<file path="src/boot_rom.mem">
// One hex byte per line, ROM addresses 000 to 00f in order
a5
3c
7e
01
f0
5a
c3
99
12
e4
6d
b8
07
4f
d1
2e
</file>
<file path="src/jag_mem_pkg.sv">
`default_nettype none

package jag_mem_pkg;

////////////////////////////////////////////////////////////////////////////
// Data bus

	// Full resolved bus, four DRAM lanes wide
	localparam int DATA_W = 64;

	localparam int LANE_W = 16;                  // One DRAM chip
	localparam int LANES  = DATA_W / LANE_W;     // Lanes on the board

////////////////////////////////////////////////////////////////////////////
// DRAM addressing

	// Multiplexed row/column pins
	localparam int MA_W = 10;

	localparam int COL_W   = 8;                  // Low pins at CAS
	localparam int ROW_W   = MA_W;               // All pins at RAS

	// Cell index inside one lane, column on top
	localparam int DRAM_AW = COL_W + ROW_W;

////////////////////////////////////////////////////////////////////////////
// System address and boot ROM

	localparam int SYS_AW = 24;

	// Mask address pins from the chip
	localparam int MASKA_W = 3;

	// System bits 11..3 on top of the mask pins
	localparam int ROM_AW = 12;

	localparam string ROM_FILE = "/design/src/boot_rom.mem"; // Hex, one byte per line

endpackage

`default_nettype wire

</file>
<file path="src/bus_resolver.sv">
`timescale 1ns/1ps
`default_nettype none

module bus_resolver
	import jag_mem_pkg::*;
(
	input  logic              ba,          // Chip owns the bus
	input  logic [SYS_AW-1:0] tom_a,
	input  logic [SYS_AW-1:0] cpu_a,
	input  logic              cpu_wr,
	input  logic [1:0]        cpu_be,
	input  logic [LANE_W-1:0] cpu_wd,
	input  logic [DATA_W-1:0] tom_d,
	input  logic [7:0]        rom_q,
	input  logic              rom_drive,
	input  logic [DATA_W-1:0] lane_q,
	input  logic [LANES-1:0]  lane_drive,
	output logic [SYS_AW-1:0] sys_a,
	output logic              sys_rw_n,
	output logic [DATA_W-1:0] d_bus
);

	logic cpu_lo;
	logic cpu_hi;

////////////////////////////////////////////////////////////////////////////
// Address and direction

	// CPU owns the bus while ba is low
	assign sys_a    = ba ? tom_a : cpu_a;
	assign sys_rw_n = ba ? 1'b1 : ~cpu_wr;

	// CPU write byte strobes
	assign cpu_lo = cpu_wr & cpu_be[0] & ~ba;
	assign cpu_hi = cpu_wr & cpu_be[1] & ~ba;

////////////////////////////////////////////////////////////////////////////
// Data bus merge

	always_comb
	begin
		// Chip drive fills whatever nobody else claims
		d_bus = tom_d;

		// Byte 0, the ROM sits between CPU and lane 0
		if (cpu_lo)
			d_bus[7:0] = cpu_wd[7:0];
		else if (rom_drive)
			d_bus[7:0] = rom_q;
		else if (lane_drive[0])
			d_bus[7:0] = lane_q[7:0];

		// Byte 1
		if (cpu_hi)
			d_bus[15:8] = cpu_wd[15:8];
		else if (lane_drive[0])
			d_bus[15:8] = lane_q[15:8];

		// Upper lanes only see DRAM or chip
		for (int i = 1; i < LANES; i++)
		begin
			if (lane_drive[i])
				d_bus[i*LANE_W +: LANE_W] = lane_q[i*LANE_W +: LANE_W];
		end
	end

endmodule

`default_nettype wire

</file>
<file path="config.mk">
export PLATFORM = sky130hd
export DESIGN_NAME = bus_resolver
export DESIGN_NICKNAME = d
export VERILOG_FILES = /design/src/jag_mem_pkg.sv /design/src/bus_resolver.sv
export SDC_FILE = /design/constraint.sdc
export NUM_CORES = 1
export LEC_CHECK = 0
export BUFFER_PORTS_ARGS = -buffer_cell sky130_fd_sc_hd__buf_2
export CAP_MARGIN = 25
export CORE_AREA = 2 2 115 117
export DETAILED_ROUTE_END_ITERATION = 8
export DIE_AREA = 0 0 117 119
export PLACE_DENSITY = 0.55
export SLEW_MARGIN = 0
export SYNTH_ARGS = -nofsm -noshare
export SYNTH_HDL_FRONTEND = slang
export SYNTH_SLANG_ARGS = --single-unit
</file>
<file path="constraint.sdc">
create_clock -name vclk -period 0.9
set_input_delay 0.045 -clock vclk [all_inputs]
set_output_delay 0.045 -clock vclk [all_outputs]
set_load 0.03 [all_outputs]
</file>
== Word-level counts from Yosys, hierarchy flattened ==
Index checks and enable logic that the tools add are counted.

* Register bits after elaboration: 0
* Input port bits: 209
* Word-level logic and storage cells: 16

* Muxes and demuxes: 10
* Bitwise gates (word level): 6

{| class="wikitable"
|+ Operators with widths
! operator !! number
|-
| $mux 16 || 3
|-
| $mux 8 || 5
|-
| $mux 24 || 1
|-
| $and 1x1->1 || 4
|-
| $not 1->1 || 2
|-
| $mux 1 || 1
|}

== Longest topological paths before layout ==
Gate-level depths: netlist of the first run.

* Depth after elaboration: 3
* Mapped depth: 6
* Mapped depth without buffers: 3

== Worst setup path after synthesis of the first run ==
Ideal clock, no wire load.

* Kind: input to output
* Start: in ba
* End: out d_bus[15]
* Data arrival time: 1.187 ns
* Data required time: 0.855 ns
* Setup slack: -0.332 ns
* Stages on the path: 4
* Buffers on the path: 2
* Cell sequence: buf_4 and3b_1 buf_4 o21ai_0

* Longest elaborated chain between the ends: 3

{| class="wikitable"
|+ RTL lines
! what !! line !! source
|-
| start: declaration || bus_resolver.sv:7 || <nowiki>input logic ba,</nowiki>
|-
| $not 1->1 || bus_resolver.sv:35 || <nowiki>assign cpu_hi = cpu_wr & cpu_be[1] & ~ba;</nowiki>
|-
| $and 1x1->1 || bus_resolver.sv:35 ||
|-
| $mux 8 || bus_resolver.sv:54 || <nowiki>if (cpu_hi)</nowiki>
|-
| end: declaration || bus_resolver.sv:20 || <nowiki>output logic [DATA_W-1:0] d_bus</nowiki>
|}

No other way between the ends.

== Worst setup path in the final report of the first run ==
* Start: in lane_drive[0]
* End: out d_bus[5]

* Longest elaborated chain between the ends: 3

{| class="wikitable"
|+ RTL lines
! what !! line !! source
|-
| start: declaration || bus_resolver.sv:17 || <nowiki>input logic [LANES-1:0] lane_drive,</nowiki>
|-
| $mux 8 || bus_resolver.sv:50 || <nowiki>else if (lane_drive[0])</nowiki>
|-
| $mux 8 || bus_resolver.sv:48 || <nowiki>else if (rom_drive)</nowiki>
|-
| $mux 8 || bus_resolver.sv:46 || <nowiki>if (cpu_lo)</nowiki>
|}

No other way between the ends.

==> results of run 1 <==
-- report_power, final --
group	internal [uW]	switching (uW)	leakage, uW
combinational	1200	1330	0.00200
clock	0.000446	0	0.0000000190
sequential	0	0	0
-- cell families after synthesis --
group | count (synthesis)
mux | 96
compound gates | 16
simple gates | 19
buf+inv | 16
-- path summary, 6_finish.rpt --
check     startpoint       end  cells after the start
min           cpu_wr  sys_rw_n                      3
max    lane_drive[0]  d_bus[5]                      6
-- timing repair --
action                                  CTS  global route
pin swaps                                10            11
cloned                                    1             1
gates resized for setup                  54            49
hold endpoints to repair                  0             0
endpoints found under the setup margin   47            27
buffers inserted                          3             1
-- through the flow --
step / setup WS, ps / TNS (ps) / hold slack [ps] / cell area [um2]
CTS: -103 / -641 / 401 / 3580
floorplan: -99.7 / -932 / 214 / 1560
global route: -124 / -1430 / 418 / 3780
finish: -101 / -788 / 395 / 3790
global placement: -252 / -3940 / 438 / 3330
detailed placement: -282 / -4270 / 443 / 3330
-- cell usage after synthesis --
master,instances
o21ai_1,7
and3b_1,2
mux2_2,78
buf_6,3
nand2b_1,1
mux2i_1,16
mux2_4,2
buf_2,9
buf_12,1
o21ai_0,9
buf_4,3
nand2_1,16
-- final cells by class --
cell class	instances	area [um2]
fillers	1365	9090
well taps	176	220
repair buffers	317	1930
multi-input cells	131	1630
diodes	3	7.51
-- routing by layer --
layer | vias to the layer above | global-route usage, % | part of all wire [%]
met5 | - | 0 | 0
met4 | 0 | 0.735 | 0.76
met3 | 4 | 3.31 | 10
met2 | 138 | 22.8 | 56
met1 | 1047 | 10.8 | 33
li1 | 1147 | - | -
-- critical path: stages --
cell     delay (ps)
buf_12          120
buf_12          120
mux2_4          300
mux2i_4         170
o21ai_4          60
buf_6           130
==> impl_metrics.toml, run 1 <==
[placement]
dp_cells = 620
hpwl_mm = 7.75
io_buffers = 298
gp_congestion = 0.787

[pwr]
ir_drop_mv = 0.321
cellPowerDensity_nw_per_um2 = 670
power_uw = 2530
p_leak_uw = 0.00200

[logic_synthesis]
synth_seq_area_share_pct = 0
synth_top_cell_area_share_pct = 64.9
synth-warning-count = 0
synth-xor-area-share_pct = 0
avgSynthCellArea_um2 = 9.21
syn_nets = 356
muxShareOfSynthArea_pct = 78.9
synth_compound_area_share_pct = 5.91
yosys.area_share.adder_pct = 0
synthCells = 147
synth_top_family_by_area = "multiplexers"
ys_types = 12
synthesis.area_um2 = 1350
synth_area_leaders = "mux2_2, mux2i_1, nand2_1, buf_2, o21ai_0"
yosys.area_share.simple_pct = 6.19
yosysTopAreaCell = "mux2_2"

[sta]
max_slew_margin_pct = 84.0
max_slew.worst_pin.slew_ps = 235
finalMaxSlewViolations = 0
hold_viol_final = 0
setup_viol = 16
period_minus_slack_ps = 1000
final.period_utilization_pct = 111
fmax_mhz = 999
rsz0062_at_grt = "yes"
layout_setup_ws_ps = -101

[routing]
route.detailed.drc = 0
post_drt_wl_per_cell_um = 14.6
ant_nets = 0
first_iter_violations = 17
vias = 2336
dr.pass1.iters = 3
drt-vias-per-instance = 3.73
drt_wl_total_mm = 9.14

[worst_setup_path]
cp-end-kind = "output pin"
crit_type = "input port to output pin"
worstPathMaxFanout = 8
startpoint_type = "input port"
arrival_ps = 960
worst_ep_required_time_ps = 850

[cells_and_area]
final_util_pct = 29.4
stdcell_count = 627
seq_area_um2 = 0
drive_above_1_share_pct = 98.2
finalNetCount = 659
nClkBuffers = 0
syn_to_final_growth_pct = 180
flops_and_latches = 0
layout_commonest_cell = "buf_2"
layout_common_cells = "buf_2, mux2_2, buf_4"

[floorplan]
die_height_um = 119
die_w_um = 117
dieArea_um2 = 13900
rows = 42
io_pins = 298
core_um2 = 12900
start_util_pct = 10.5

[clock_tree]
hold_buffers = 0

[global_routing]
grt_pass1_vias = 2305
antenna_found_initial = 3
grt_max_degree = 25
grt_usage_pct = 11.0
grt_pass1_wl_mm = 12.0
overflow = 0

[hold_path]
hold_path.class = "input port to output pin"

[run]
cap_violations = 0

[outcome]
violations = "setup timing"
status = "finished with violations"
Power figures use the tool's default switching activity.
==> inputs of run 2 (changes only) <==
==> constraint.sdc (replaced) <==
create_clock -name vclk -period 0.9
set_input_delay 0.045 -clock vclk [all_inputs]
set_output_delay 0.045 -clock vclk [all_outputs]
set_load 0.1 [all_outputs]
==> run 2 against run 1 <==
  * The run still ends with setup timing left
  * Hold slack gained 64 ps
  * Count of clock-buffer cells in the layout unchanged
  * Total power up 110%
  * Via count grew 3.4%
  * Critical path depth unchanged
  * Sequential share of layout area did not move
==> impl_metrics.toml, run 2 (synthesis results as in run 1) <==
[pwr]
p_clk_share_pct = 0
switching_power_uw = 3280
combPwrFrac_pct = 100.0
intPower_uw = 2090
swShare_pct = 61.2
p_seq_share_pct = 0
cellPowerDensity_nw_per_um2 = 1080
p_leak_uw = 0.00252
ir_drop_mv = 0.873

[routing]
drt-vias-per-instance = 3.86
route.detailed.drc = 0
first_iter_violations = 56
dr.pass1.iters = 4
drt_wl_total_mm = 9.31
post_drt_wl_per_cell_um = 14.9
ant_nets = 0
vias = 2416

[global_routing]
grt_max_degree = 17
grt_usage_pct = 11.4
antenna_found_initial = 0
overflow = 0
grt_pass1_wl_mm = 12.6
grt_pass1_vias = 2559

[outcome]
status = "finished with violations"
violations = "setup timing"

[sta]
period_minus_slack_ps = 1030
setup_viol = 30
rsz0062_at_grt = "yes"
final.period_utilization_pct = 115
hold_viol_final = 0
fmax_mhz = 969
max_slew_margin_pct = 67.4
finalMaxSlewViolations = 0
layout_setup_ws_ps = -132
max_slew.worst_pin.slew_ps = 493
setup_tns_ps = -2210

[worst_setup_path]
critPathLaunch = "cpu_wr"
arrival_ps = 990
worstPathMaxFanout = 16
crit_type = "input port to output pin"
startpoint_type = "input port"
crit_path_end = "d_bus[1]"
cp-end-kind = "output pin"
worst_ep_required_time_ps = 850

[run]
cap_violations = 0

[placement]
io_buffers = 298
hpwl_mm = 8.02
dp_slack_ps = -309
gp_congestion = 0.766

[cells_and_area]
syn_to_final_growth_pct = 267
nClkBuffers = 0
flops_and_latches = 0
seq_area_um2 = 0
layout_common_cells = "buf_2, buf_12, mux2_4"
drive_above_1_share_pct = 98.2
finalNetCount = 661
antenna_cells = 0
layout_commonest_cell = "buf_2"

[floorplan]
start_util_pct = 10.5
rows = 42
core_um2 = 12900
dieArea_um2 = 13900
die_w_um = 117
io_pins = 298
die_height_um = 119

[hold_path]
hold_path.class = "input port to output pin"
-- run 2: cell types whose count changed in the layout (fill, tap and decap cells not counted), moves of 10 or more --
cell | before | now
buf_12 | 11 | 78
nand2_4 | 12 | 2
buf_2 | 268 | 219
mux2_2 | 68 | 20
buf_4 | 21 | 4
mux2_4 | 12 | 60
-- run 2: worst max-delay path, stage by stage --
cell and delay (ps):
buf_6 90, and3b_1 190, buf_12 170, buf_4 150
o21ai_4 140, buf_12 190
-- run 2: final cells by class --
type / count / area [um2]
well taps: 176 / 220
repair buffers: 319 / 2970
fillers: 1202 / 7910
multi-input cells: 131 / 1780
-- run 2: timing repair --
action                     CTS  global route
hold buffers                 0             0
setup endpoints to repair   88            33
resized for setup           46            19
setup buffers                2             1
gates cloned                 3             2
pin swaps                    8             3
-- run 2: through the flow --
stage / cell area, um2 / std cells / hold WS [ps] / util, % / total power [uW]
after global placement: 4570 / 618 / 459 / 35.5 / 5110
after detailed placement: 4570 / 618 / 470 / 35.5 / 5160
final: 4970 / 626 / 458 / 38.6 / 5370
after floorplan: 1790 / 147 / 338 / - / 3310
after CTS: 4840 / 623 / 463 / 37.6 / 5330
after global routing: 4970 / 626 / 481 / 38.6 / 5510
-- run 2: layer usage --
layer  up-vias  global-route usage [%]  share of wire (%)
met2       139                    23.7                 56
met3         6                    1.53                8.9
met1      1120                    12.2                 35
met5         -                       0                  0
met4         0                   0.882               0.73
li1       1151                       -                  -
-- run 2: how the worst min path moves through the flow --
stage | from | end | slack, ps | cells past startpoint
after global routing | cpu_wd[0] | d_bus[0] | 480 | 4
final | cpu_wd[7] | d_bus[7] | 460 | 4
after global placement | cpu_wd[0] | d_bus[0] | 460 | 4
after floorplan | cpu_wd[0] | d_bus[0] | 340 | 2
after detailed placement | cpu_wd[2] | d_bus[2] | 470 | 4
after CTS | cpu_wd[7] | d_bus[7] | 460 | 4
-- run 2: power groups by stage --
stage / Clock, uW / Combinational, uW / Sequential (uW)
2_1_floorplan: 0 / 3310 / 0
3_3_place_gp: 0 / 5110 / 0
3_5_place_dp: 0 / 5160 / 0
4_1_cts: 0 / 5330 / 0
5_1_grt: 0 / 5510 / 0
6_report: 0 / 5370 / 0
==> inputs of run 3 (changes only) <==
PLACE_DENSITY = 0.57   (was 0.55)
RECOVER_POWER = 50   (was unset)
clock period = 0.89 ns   (was 0.9 ns; I/O delays follow)
==> run 3 against run 2 <==
  * The flow still finishes with violations (setup timing)
  * Sequential share of layout area unchanged
  * Die area unchanged
  * Cell count decreased by 0.96%
  * Worst setup slack got worse by 3.7 ps
  * Core utilization decreased by 1.2 points
  * Non-clock buffer count decreased by 6
  * Largest power group unchanged
  * Highest routed layer unchanged
==> impl_metrics.toml, run 3 (synthesis results as in run 1) <==
[cells_and_area]
syn_to_final_growth_pct = 256
drive_above_1_share_pct = 99.1
stdcell_count = 620
finalNetCount = 655
layout_commonest_cell = "buf_2"
flops_and_latches = 0
antenna_cells = 0
layout_common_cells = "buf_2, buf_12, mux2_4"
nClkBuffers = 0
seq_area_um2 = 0
fillerInstances = 1257
multi_input_area_um2 = 1800

[pwr]
cellPowerDensity_nw_per_um2 = 1100
p_leak_uw = 0.00252
switching_power_uw = 3310
ir_drop_mv = 0.669
p_clk_share_pct = 0
p_seq_share_pct = 0
intPower_uw = 2000
power_uw = 5300
swShare_pct = 62.3
combPwrFrac_pct = 100.0

[worst_setup_path]
critPathTopFamily = "buffers and inverters"
cp-end-kind = "output pin"
startpoint_type = "input port"
max_stage_delay_ps = 320
arrival_ps = 980
cp_num_buf_inv = 3
cp_cell_sequence = "buf_8, and3b_2, buf_12, nand2_4, o21ai_4, buf_12"
worstPathMaxFanout = 8
crit_type = "input port to output pin"
cp_slowest_cell = "and3b_2"
worst_ep_required_time_ps = 850
cp_common_cell = "buf_12"

[placement]
gp_congestion = 0.805
io_buffers = 298
dp_cells = 616
hpwl_mm = 7.94

[sta]
rsz0062_at_grt = "yes"
final.period_utilization_pct = 115
finalMaxSlewViolations = 0
setup_viol = 42
layout_setup_ws_ps = -136
max_slew_margin_pct = 67.6
fmax_mhz = 975
max_slew.worst_pin.slew_ps = 489
hold_viol_final = 0
period_minus_slack_ps = 1030

[routing]
route.detailed.drc = 0
drt_wl_total_mm = 9.15
post_drt_wl_per_cell_um = 14.8
vias = 2400
ant_nets = 0
dr.pass1.iters = 4
drt-vias-per-instance = 3.87
first_iter_violations = 43

[run]
cap_violations = 0

[global_routing]
grt_use_met2_pct = 23.6
grt_usage_pct = 11.6
grt_pass1_wl_mm = 12.8
grt_pass1_vias = 2492
met1_usage_pct = 13.0
antenna_found_initial = 0
grt_use_met3_pct = 1.73
busiest_layer = "met2"
grt_max_degree = 15
overflow = 0

[floorplan]
core_um2 = 12900
die_w_um = 117
dieArea_um2 = 13900
start_util_pct = 10.5
io_pins = 298
die_height_um = 119
rows = 42

[clock_tree]
hold_buffers = 0
post_cts_buffers = 0

[hold_path]
hold_path.class = "input port to output pin"

[outcome]
status = "finished with violations"
violations = "setup timing"
-- run 3: changes by cell type in the layout (fill, tap and decap cells not counted), sizes merged --
cell / change
clkbuf: +2
buf: -8
-- run 3: power by group through the flow --
stage / sequential [uW] / combinational, uW / clock, uW
after CTS: 0 / 5360 / 0
after global placement: 0 / 5190 / 0
after floorplan: 0 / 3350 / 0
after detailed placement: 0 / 5210 / 0
after global routing: 0 / 5450 / 0
final: 0 / 5300 / 0
-- run 3: per-layer routing --
layer	routed length, um	vias to the layer above	part of all wire (%)
li1	-	1138	-
met1	3330	1120	36
met2	5020	138	55
met3	752	4	8.2
met4	49	0	0.54
met5	0	-	0
-- run 3: final cells by class --
class / instances / area share, %
multi-input cells: 131 / 37.4
repair buffers: 313 / 58.0
well taps: 176 / 4.57
-- run 3: repair_timing --
item / 4_1_cts / 5_1_grt
pin swaps: 18 / 4
endpoints found under the hold margin: 0 / 0
gates cloned: 3 / 1
setup endpoints to repair: 88 / 58
gates resized for setup: 55 / 8
-- run 3: through the flow --
step | worst slack, ps | setup TNS (ps) | area, um2 | utilization [%] | hold slack [ps]
2_1_floorplan | -307 | -3900 | 1790 | - | 337
5_1_grt | -166 | -3970 | 4820 | 37.4 | 479
6_report | -136 | -2620 | 4820 | 37.4 | 467
3_3_place_gp | -260 | -8960 | 4570 | 35.5 | 459
4_1_cts | -145 | -2910 | 4840 | 37.6 | 461
3_5_place_dp | -284 | -9450 | 4570 | 35.5 | 463
-- run 3: final timing paths --
path / slack, ps / cells past startpoint / endpoint / startpoint
max: -140 / 6 / d_bus[6] / ba
min: 470 / 4 / d_bus[7] / cpu_wd[7]
